## src/common/mac6_width_pkg.sv

```systemverilog
`default_nettype none

package mac6_width_pkg;

    // ----------------------------------------
    // operand and result sizes
    // ----------------------------------------
    localparam int op_w = 6;  // a and b
    localparam int acc_w = 12;
    localparam int res_w = 13;

    // add modes produce one bit more than the operands
    localparam int sum_w = op_w + 1;

    // ----------------------------------------
    // booth recoding
    // ----------------------------------------
    localparam int pp_rows = op_w / 2;  // radix 4

endpackage

`default_nettype wire

```

## src/common/mac6_mode_pkg.sv

```systemverilog
`default_nettype none

package mac6_mode_pkg;

    typedef enum logic [1:0] {
        MODE_MUL_ADD = 2'd0,
        MODE_MUL_SUB = 2'd1,
        MODE_ADD     = 2'd2,
        MODE_SUB     = 2'd3
    } mac_mode_e;

    // second operand is negated
    function automatic logic mode_is_sub(input mac_mode_e mode);
        logic [1:0] bits;
        bits = mode;
        return bits[0];
    endfunction

    // result taken from the 7-bit adder
    function automatic logic mode_is_add_path(input mac_mode_e mode);
        logic [1:0] bits;
        bits = mode;
        return bits[1];
    endfunction

endpackage

`default_nettype wire

```

## src/logic/han_carlson_adder.sv

```systemverilog
`timescale 1ns/1ps
`default_nettype none

module han_carlson_adder #(
    parameter int width = mac6_width_pkg::res_w
) (
    input  logic [width-1:0] a_i,
    input  logic [width-1:0] b_i,
    input  logic             c_i,
    output logic [width-1:0] sum_o
);

    // odd bits need a span of at least width
    localparam int stages = $clog2(width);

    logic [width-1:0] p_bit;
    logic [width-1:0] g_bit;
    logic [width-1:0] g_lvl [0:stages];
    logic [width-1:0] p_lvl [0:stages];
    logic [width-1:0] g_all;

    assign p_bit = a_i ^ b_i;

    always_comb begin
        g_bit    = a_i & b_i;
        g_bit[0] = (a_i[0] & b_i[0]) | (p_bit[0] & c_i);  // carry in folded here
    end

    // ----------------------------------------
    // odd bit prefix tree
    // ----------------------------------------
    // level 1 pairs each odd bit with its even neighbour,
    // later levels are kogge-stone over odd bits only
    always_comb begin
        g_lvl[0] = g_bit;
        p_lvl[0] = p_bit;
        for (int k = 1; k <= stages; k++) begin
            g_lvl[k] = g_lvl[k-1];
            p_lvl[k] = p_lvl[k-1];
            for (int i = 1; i < width; i += 2) begin
                if (i >= (1 << (k - 1))) begin
                    g_lvl[k][i] = g_lvl[k-1][i]
                                | (p_lvl[k-1][i] & g_lvl[k-1][i - (1 << (k - 1))]);
                    p_lvl[k][i] = p_lvl[k-1][i] & p_lvl[k-1][i - (1 << (k - 1))];
                end
            end
        end
    end

    // ----------------------------------------
    // even bits in one last stage
    // ----------------------------------------
    always_comb begin
        g_all = g_lvl[stages];
        for (int i = 2; i < width; i += 2) begin
            g_all[i] = g_lvl[stages][i] | (p_lvl[stages][i] & g_lvl[stages][i-1]);
        end
    end

    // carry into bit i is group generate of bits below
    assign sum_o = p_bit ^ {g_all[width-2:0], c_i};

endmodule

`default_nettype wire

```

## src/mult/booth_pp_gen.sv

```systemverilog
`timescale 1ns/1ps
`default_nettype none

module booth_pp_gen (
    input  logic signed [mac6_width_pkg::op_w-1:0]                   a_i,
    input  logic signed [mac6_width_pkg::op_w-1:0]                   b_i,
    output logic [mac6_width_pkg::pp_rows-1:0][mac6_width_pkg::op_w:0] pp_o,
    output logic [mac6_width_pkg::pp_rows-1:0]                       neg_o
);
    import mac6_width_pkg::*;

    logic signed [op_w:0] a_ext;
    logic [op_w:0]        a_dbl;
    logic [op_w:0]        b_pad;
    logic [pp_rows-1:0]   sel_one;
    logic [pp_rows-1:0]   sel_two;
    logic [pp_rows-1:0]   neg;

    assign a_ext = a_i;  // sign extend by one bit
    assign a_dbl = {a_ext[op_w-1:0], 1'b0};

    // implied zero below the lsb of b
    assign b_pad = {b_i, 1'b0};

    // ----------------------------------------
    // recode overlapping triplets of b
    // ----------------------------------------
    always_comb begin
        for (int i = 0; i < pp_rows; i++) begin
            sel_one[i] = b_pad[2*i+1] ^ b_pad[2*i];
            // 011 or 100
            sel_two[i] = (~b_pad[2*i+2] & b_pad[2*i+1] & b_pad[2*i])
                       | (b_pad[2*i+2] & ~b_pad[2*i+1] & ~b_pad[2*i]);
            neg[i] = b_pad[2*i+2];  // msb of triplet
        end
    end

    // ----------------------------------------
    // partial product select
    // ----------------------------------------
    always_comb begin
        for (int i = 0; i < pp_rows; i++) begin
            for (int j = 0; j <= op_w; j++) begin
                pp_o[i][j] = ((a_ext[j] & sel_one[i]) | (a_dbl[j] & sel_two[i])) ^ neg[i];
            end
        end
    end

    // +1 of the two's complement is added later
    assign neg_o = neg;

endmodule

`default_nettype wire

```

## src/mult/booth_mac.sv

```systemverilog
`timescale 1ns/1ps
`default_nettype none

module booth_mac (
    input  logic signed [mac6_width_pkg::op_w-1:0]  a_i,
    input  logic signed [mac6_width_pkg::op_w-1:0]  b_i,
    input  logic signed [mac6_width_pkg::acc_w-1:0] acc_i,
    input  mac6_mode_pkg::mac_mode_e                 mode_i,
    output logic signed [mac6_width_pkg::res_w-1:0] mul_res_o
);
    import mac6_width_pkg::*;
    import mac6_mode_pkg::*;

    logic [pp_rows-1:0][op_w:0] pp;
    logic [pp_rows-1:0]         neg;
    logic                       sub;

    logic signed [res_w-1:0] pp_sx [pp_rows];
    logic [res_w-1:0]        pp_row [pp_rows];
    logic [res_w-1:0]        neg_row;
    logic signed [res_w-1:0] acc_sx;
    logic [res_w-1:0]        acc_row;
    logic [res_w-1:0]        cin_row;

    logic [res_w-1:0] sum_a, carry_a;
    logic [res_w-1:0] sum_b, carry_b;
    logic [res_w-1:0] sum_c, carry_c;
    logic [res_w-1:0] sum_d, carry_d;

    function automatic logic [res_w-1:0] csa_sum(input logic [res_w-1:0] x,
                                                 input logic [res_w-1:0] y,
                                                 input logic [res_w-1:0] z);
        return x ^ y ^ z;
    endfunction

    function automatic logic [res_w-1:0] csa_carry(input logic [res_w-1:0] x,
                                                   input logic [res_w-1:0] y,
                                                   input logic [res_w-1:0] z);
        logic [res_w-1:0] maj;
        maj = (x & y) | (y & z) | (x & z);
        return {maj[res_w-2:0], 1'b0};  // weight moves up one bit
    endfunction

    assign sub = mode_is_sub(mode_i);

    booth_pp_gen i_pp_gen (
        .a_i   (a_i),
        .b_i   (b_i),
        .pp_o  (pp),
        .neg_o (neg)
    );

    // ----------------------------------------
    // six rows into the tree
    // ----------------------------------------
    always_comb begin
        neg_row = '0;
        for (int i = 0; i < pp_rows; i++) begin
            pp_sx[i]       = $signed(pp[i]);
            pp_row[i]      = pp_sx[i] << (2 * i);  // radix 4 weight
            neg_row[2 * i] = neg[i];
        end
    end

    assign acc_sx  = acc_i;
    assign acc_row = acc_sx ^ {res_w{sub}};  // ~acc for subtract
    assign cin_row = {{(res_w - 1){1'b0}}, sub};

    // ----------------------------------------
    // carry save reduction 6 -> 4 -> 3 -> 2
    // ----------------------------------------
    assign sum_a   = csa_sum(pp_row[0], pp_row[1], pp_row[2]);
    assign carry_a = csa_carry(pp_row[0], pp_row[1], pp_row[2]);
    assign sum_b   = csa_sum(neg_row, acc_row, cin_row);
    assign carry_b = csa_carry(neg_row, acc_row, cin_row);

    assign sum_c   = csa_sum(sum_a, carry_a, sum_b);
    assign carry_c = csa_carry(sum_a, carry_a, sum_b);
    assign sum_d   = csa_sum(sum_c, carry_c, carry_b);
    assign carry_d = csa_carry(sum_c, carry_c, carry_b);

    han_carlson_adder #(
        .width (res_w)
    ) i_final_add (
        .a_i   (sum_d),
        .b_i   (carry_d),
        .c_i   (1'b0),
        .sum_o (mul_res_o)
    );

endmodule

`default_nettype wire

```

## src/logic/add_sub_unit.sv

```systemverilog
`timescale 1ns/1ps
`default_nettype none

module add_sub_unit (
    input  logic signed [mac6_width_pkg::op_w-1:0]  a_i,
    input  logic signed [mac6_width_pkg::op_w-1:0]  b_i,
    input  mac6_mode_pkg::mac_mode_e                 mode_i,
    output logic signed [mac6_width_pkg::sum_w-1:0] sum_res_o
);
    import mac6_width_pkg::*;
    import mac6_mode_pkg::*;

    logic                    sub;
    logic signed [sum_w-1:0] a_ext;
    logic signed [sum_w-1:0] b_ext;
    logic [sum_w-1:0]        b_inv;

    assign sub = mode_is_sub(mode_i);

    // both operands widened so the sum cannot overflow
    assign a_ext = a_i;
    assign b_ext = b_i;
    assign b_inv = b_ext ^ {sum_w{sub}};  // ~b, +1 through carry in

    han_carlson_adder #(
        .width (sum_w)
    ) i_adder (
        .a_i   (a_ext),
        .b_i   (b_inv),
        .c_i   (sub),
        .sum_o (sum_res_o)
    );

endmodule

`default_nettype wire

```

## src/logic/result_select.sv

```systemverilog
`timescale 1ns/1ps
`default_nettype none

module result_select (
    input  logic                                    clk,
    input  logic                                    reset_i,
    input  mac6_mode_pkg::mac_mode_e                 mode_i,
    input  logic signed [mac6_width_pkg::res_w-1:0] mul_res_i,
    input  logic signed [mac6_width_pkg::sum_w-1:0] sum_res_i,
    output logic signed [mac6_width_pkg::res_w-1:0] result_o
);
    import mac6_width_pkg::*;
    import mac6_mode_pkg::*;

    logic signed [res_w-1:0] sum_ext;
    logic signed [res_w-1:0] sel_res;

    assign sum_ext = sum_res_i;  // sign extend 7 -> 13

    // ----------------------------------------
    // path select
    // ----------------------------------------
    always_comb begin
        if (mode_is_add_path(mode_i)) begin
            sel_res = sum_ext;
        end else begin
            sel_res = mul_res_i;
        end
    end

    // single output stage
    always_ff @(posedge clk) begin
        if (reset_i) begin
            result_o <= '0;
        end else begin
            result_o <= sel_res;
        end
    end

endmodule

`default_nettype wire

```

## src/logic/mac6_top.sv

```systemverilog
`timescale 1ns/1ps
`default_nettype none

module mac6_top (
    input  logic                                    clk,
    input  logic                                    reset_i,
    input  logic signed [mac6_width_pkg::op_w-1:0]  a_i,
    input  logic signed [mac6_width_pkg::op_w-1:0]  b_i,
    input  logic signed [mac6_width_pkg::acc_w-1:0] acc_i,
    input  mac6_mode_pkg::mac_mode_e                 mode_i,
    output logic signed [mac6_width_pkg::res_w-1:0] result_o
);
    import mac6_width_pkg::*;

    logic signed [res_w-1:0] mul_res;  // modes 0 and 1
    logic signed [sum_w-1:0] sum_res;  // modes 2 and 3

    booth_mac i_booth_mac (
        .a_i       (a_i),
        .b_i       (b_i),
        .acc_i     (acc_i),
        .mode_i    (mode_i),
        .mul_res_o (mul_res)
    );

    add_sub_unit i_add_sub (
        .a_i       (a_i),
        .b_i       (b_i),
        .mode_i    (mode_i),
        .sum_res_o (sum_res)
    );

    result_select i_result_select (
        .clk       (clk),
        .reset_i   (reset_i),
        .mode_i    (mode_i),
        .mul_res_i (mul_res),
        .sum_res_i (sum_res),
        .result_o  (result_o)
    );

endmodule

`default_nettype wire

```

## config.mk

```make
export PLATFORM = sky130hd
export DESIGN_NAME = mac6_top
export DESIGN_NICKNAME = d
export VERILOG_FILES = /design/src/common/mac6_width_pkg.sv /design/src/common/mac6_mode_pkg.sv /design/src/logic/han_carlson_adder.sv /design/src/mult/booth_pp_gen.sv /design/src/mult/booth_mac.sv /design/src/logic/add_sub_unit.sv /design/src/logic/result_select.sv /design/src/logic/mac6_top.sv
export SDC_FILE = /design/constraint.sdc
export NUM_CORES = 1
export LEC_CHECK = 0
export BUFFER_PORTS_ARGS = -buffer_cell sky130_fd_sc_hd__buf_2
export CAP_MARGIN = 20
export CORE_MARGIN = 4
export CORE_UTILIZATION = 59
export DETAILED_ROUTE_END_ITERATION = 8
export PLACE_DENSITY = 0.83
export SLEW_MARGIN = 0
export SYNTH_ARGS = -nofsm -noshare
export SYNTH_HDL_FRONTEND = slang
export SYNTH_HIERARCHICAL = 1
export SYNTH_SLANG_ARGS = --single-unit
```

## constraint.sdc

```tcl
create_clock -name clk -period 5.85 [get_ports clk]
set_input_delay 0.2925 -clock clk [delete_from_list [all_inputs] [get_ports clk]]
set_output_delay 0.2925 -clock clk [all_outputs]
set_load 0.02 [all_outputs]
```

; After elaboration in Yosys (flattened, before gate mapping)
; Cells that the tools add are included.
[totals]
regBits = 13
latch_bits = 0
ram_bits = 0
mem_bits_ro = 0
out_inout_bits = 13
word_cells = 207
memories = 0
[op_classes]
n_addsub = 0
n_mul = 0
div_mod_pow = 0
order_cmp = 0
n_eq_ne = 0
shifts = 0
muxes = 1
bitwise_logic = 205
reduce_logical = 0
[op_table]
columns = op, count
row1 = 12-bit AND, 10
row2 = 13-bit bitwise XOR, 9
row3 = 1-bit AND, 90
row4 = 12-bit bitwise OR, 7
row5 = 1-bit bitwise OR, 50
row6 = 1-bit bitwise XOR, 23
row7 = 7-bit bitwise XOR, 3
row8 = 13-bit two-way mux, 1
row9 = 13-bit by 1-bit bitwise XOR with 13-bit output, 1
row10 = 5-bit by 13-bit bitwise XOR with 13-bit output, 1
row11 = 12-bit by 1-bit AND with 12-bit output, 1
row12 = 5-bit by 12-bit AND with 12-bit output, 1
row13 = 12-bit by 5-bit bitwise OR with 12-bit output, 1
row14 = 6-bit AND, 1
row15 = 1-bit NOT, 6
row16 = 5-bit by 1-bit AND with 5-bit output, 1

; Depth between registers and ports, before layout
[depth]
word_depth = 28
depth_mapped = 19
ltp_nobuf = 17

; Hierarchy
; Netlist, hierarchy kept.
[by_module_without_submodules]
columns = mod, n_inst, cells_each, area_each_um2, seq_area_each_um2
row1 = booth_mac, 1, 83, 832.0, 0.0
row2 = booth_pp_gen, 1, 95, 644.4, 0.0
row3 = han_carlson_adder (i_booth_mac.i_final_add), 1, 63, 585.6, 0.0
row4 = result_select, 1, 42, 449.2, 260.2
row5 = han_carlson_adder (i_add_sub.i_adder), 1, 23, 234.0, 0.0
row6 = add_sub_unit, 1, 7, 63.8, 0.0

; Worst setup path after synthesis
; No wires, ideal clock.
[synth_path]
path_type = input port to flip-flop
start = input b_i[2] (netlist bit)
end = register i_result_select/result_o[11] (netlist bit)
setup_ns = 0.070
arrival_ns = 4.237
slack_ns = 1.543
cell_stages = 17
path_buffers = 1
path_cell_list = buf_4 -> xor2_1 -> and2_4 -> a222oi_1 -> inv_1 -> fa_1 -> fa_1 -> inv_1 -> fa_1 -> ha_1 -> a21oi_1 -> o22ai_1 -> or3_1 -> fa_1 -> xor2_1 -> nand2b_1 -> a21oi_1
[synth_rtl]
columns = item, line
row1 = start: declaration, mac6_top.sv:8  ; input logic signed [mac6_width_pkg::op_w-1:0] b_i,
row2 = end signal: assignment, result_select.sv:36  ; result_o <= sel_res;
row3 = end: declaration, result_select.sv:10  ; output logic signed [mac6_width_pkg::res_w-1:0] result_o

==> results.txt <==
Avg Cell Area, Syn -> 8.974 µm²
vias in the first global route -> 2111
Synth Flop Type -> dfxtp_1
grt ovf -> 0
GR Util met3 -> 1.522%
synth warn -> 6
fraction of layout cells with a size suffix above 1 -> 18.05%
Reg clk slew, reported paths -> 0.05 ns
largest net degree at the start of global routing -> 24
sink of the worst hold path -> i_result_select/result_o[0]
Detailed Route WL -> 5532 µm
RSZ-0062 raised after global routing -> no
Final Non-Filler Cells -> 390
Hold Vio Cnt, Final -> 0
met2 Track Usage GR -> 33.54%
fin crit period -> 4.548 ns
Layout area overhead -> 6.058%
status -> finished, final reports clean
Tightest Pin Transition -> 0.5080 ns
Rows -> 24
Largest register FFs -> 13
die footprint -> 0.005929 mm²
# clock sinks -> 13
Fillers -> 366
Cell variety after synth -> 50
DRT antenna net count -> 0
Post-CTS Resized -> 0
Most common cell on crit path -> fa_1
slowest CP cell -> fa_1
mapped cell area -> 0.002809 mm²
via count -> 2188
final worst slack -> 1.302 ns
top cells by area, synth -> fa_1 (21%), ha_1 (13%), dfxtp_1 (9.3%)
DIE HEIGHT -> 77 µm
crit path kind -> in -> reg
postcts setup bufs -> 0
largest registers -> i_result_select/result_o x13
fraction of synthesized area in multiplexers -> 2.895%
most instantiated library cell after synthesis -> inv_1
gpl congestion -> 0.8087
CP Launch Type -> input pin
placed cells -> 386
min-delay src -> reset_i
final setup fails -> 0
GRT Total Usage -> 19.20%
post-route clock period utilization -> 77.74%
CTS Hold Buffers Added -> 0
Async S/R FF share, synth -> 0%
Crit. End Element -> flop
CTS HTree Levels -> 1
final core utilization -> 66.58%
XOR/XNOR Fraction of Synth Area -> 12.43%
Hold WC Path Type -> in -> reg
DRC Markers -> 0
pre-CTS WS -> 1.060 ns
crit path DAT -> 4.72 ns
Max Fanout on Critical Path -> 23
GRT Max-Usage Layer -> met2
routed len/inst -> 14.18 µm
fmax -> 219.9 MHz
vias per inst -> 5.610
max incr delay on CP -> 0.55 ns
Peak VDD IR -> 0.0001555 V
critical path required time -> 6.02 ns
buffer levels on the longest clock path -> 2
starting density of the core -> 62.78%
initial antenna violation count -> 0
post-synthesis adder-cell area fraction -> 34.30%
area leader, netlist -> fa_1
Compound-Gate Fraction of Synth Area -> 19.51%
CTS tree -> yes
post-synthesis simple-gate area fraction -> 8.998%
crit path cell chain -> buf_2 > xor2_1 > and2_4 > a222oi_1 > inv_1 > fa_1 > fa_1 > inv_1 > fa_1 > ha_1 > a21oi_1 > o22ai_1 > or3_1 > fa_1 > xor2_1 > nand2b_1 > a21oi_1
largest family of logic cells by synthesized area -> adder cells
Max-Cap Viols -> 0
Syn Inst Count -> 313
core area -> 0.004474 mm²
post-DP HPWL -> 4701 µm
met1 Usage GRT -> 25.20%
Critical path buffers and inverters -> 3
root buf cell -> clkbuf_8
Max-slew headroom -> 66.13%
most common library cells after synthesis -> inv_1 (54), fa_1 (30), ha_1 (29), xor2_1 (27), a21oi_1 (21)
delay-heaviest family, CP -> adder cells
Final nets -> 426
Synth Register Bits -> 13
Power Total -> 0.001129 W
top-area cell type share of the netlist area -> 21.38%
Hold Path Depth -> 2
Die Span X -> 77 µm
Reg with most FFs -> i_result_select/result_o
CTS buffer count -> 3
Starting DRT DRC Count -> 93
global-route wire length before repair -> 9439 µm
# IOs -> 41
number of synthesized flops with an enable pin -> 0
port bufs -> 40
Pins Over Slew Limit -> 0
Leakage -> 1.556 nW
Diodes inserted -> 0
drt pass-1 iters -> 4
Fin Setup TNS -> 0 ns
pwr dens -> 379.1 mW/mm²
Seq/Total Area, Yosys -> 9.265%
[through the flow]
stage,hold WS [ns],cell area [µm²]
finish,0.3685,2979
global route,0.3906,2979
CTS,0.3623,2979
detailed placement,0.6154,2934
global placement,0.6156,2934
floorplan,0.3616,2816
[per-layer routing]
layer  vias to the layer above  share of wire (%)  wire (µm)
li1                       1084                  -          -
met1                      1028                 43       2399
met2                        67                 50       2772
met3                         9                4.8        267
met4                         0                1.7         92
met5                         -                  0          0
[how the worst max path moves through the flow]
| stage | start | to | slack [ns] | cells after the start |
|---|---|---|---|---|
| 3_3_place_gp | b_i[1] | i_result_select/result_o[11] | 1.18 | 17 |
| 6_report | b_i[1] | i_result_select/result_o[11] | 1.30 | 17 |
| 5_1_grt | b_i[1] | i_result_select/result_o[11] | 0.98 | 17 |
| 4_1_cts | b_i[1] | i_result_select/result_o[11] | 1.31 | 17 |
| 3_5_place_dp | b_i[1] | i_result_select/result_o[11] | 1.06 | 17 |
| 2_1_floorplan | b_i[2] | i_result_select/result_o[11] | 1.54 | 17 |
[where the power goes]
| group | internal, W | switching, W | total (W) |
|---|---|---|---|
| combinational | 0.000404 | 0.000519 | 0.000923 |
| sequential | 0.000123 | 0.00000554 | 0.000129 |
| clock | 0.0000479 | 0.0000293 | 0.0000772 |
[layout by cell type (no fill, tap or decap), types with 2 or more instances in the layout]
master    instances
or3_1             2
xnor2_1          11
nand2b_1          8
dfxtp_1          13
a21o_1            9
ha_1             29
a21o_2            6
inv_1            54
o211ai_1          3
a32o_1            5
clkbuf_8          3
a222oi_1          4
o221ai_1          6
conb_1            3
mux2i_1           7
o21ai_0           6
a21oi_1          21
buf_2            40
nand2_1          13
fa_1             30
xor2_1           27
nor2_1           12
[area by class of cell]
| cell class | instances | area, µm² | share of cell area (%) |
|---|---|---|---|
| Inverter | 54 | 202.7 | 6.804 |
| Multi-Input combinational cell | 227 | 2206 | 74.04 |
| Tap cell | 52 | 65.06 | 2.184 |
| Sequential cell | 13 | 260.3 | 8.736 |
| Timing Repair Buffer | 40 | 200.2 | 6.720 |
| Clock buffer | 4 | 45.04 | 1.512 |
[cell families after synthesis]
group | Yosys count
and+or+nand+nor | 45
DFF | 13
other | 1
xor gates and xnor gates | 39
adders and majority gates | 59
muxes | 8
AOI/OAI and AO/OA | 73
buffers and inverters | 75
No activity file was read; power rests on OpenSTA's default activity.
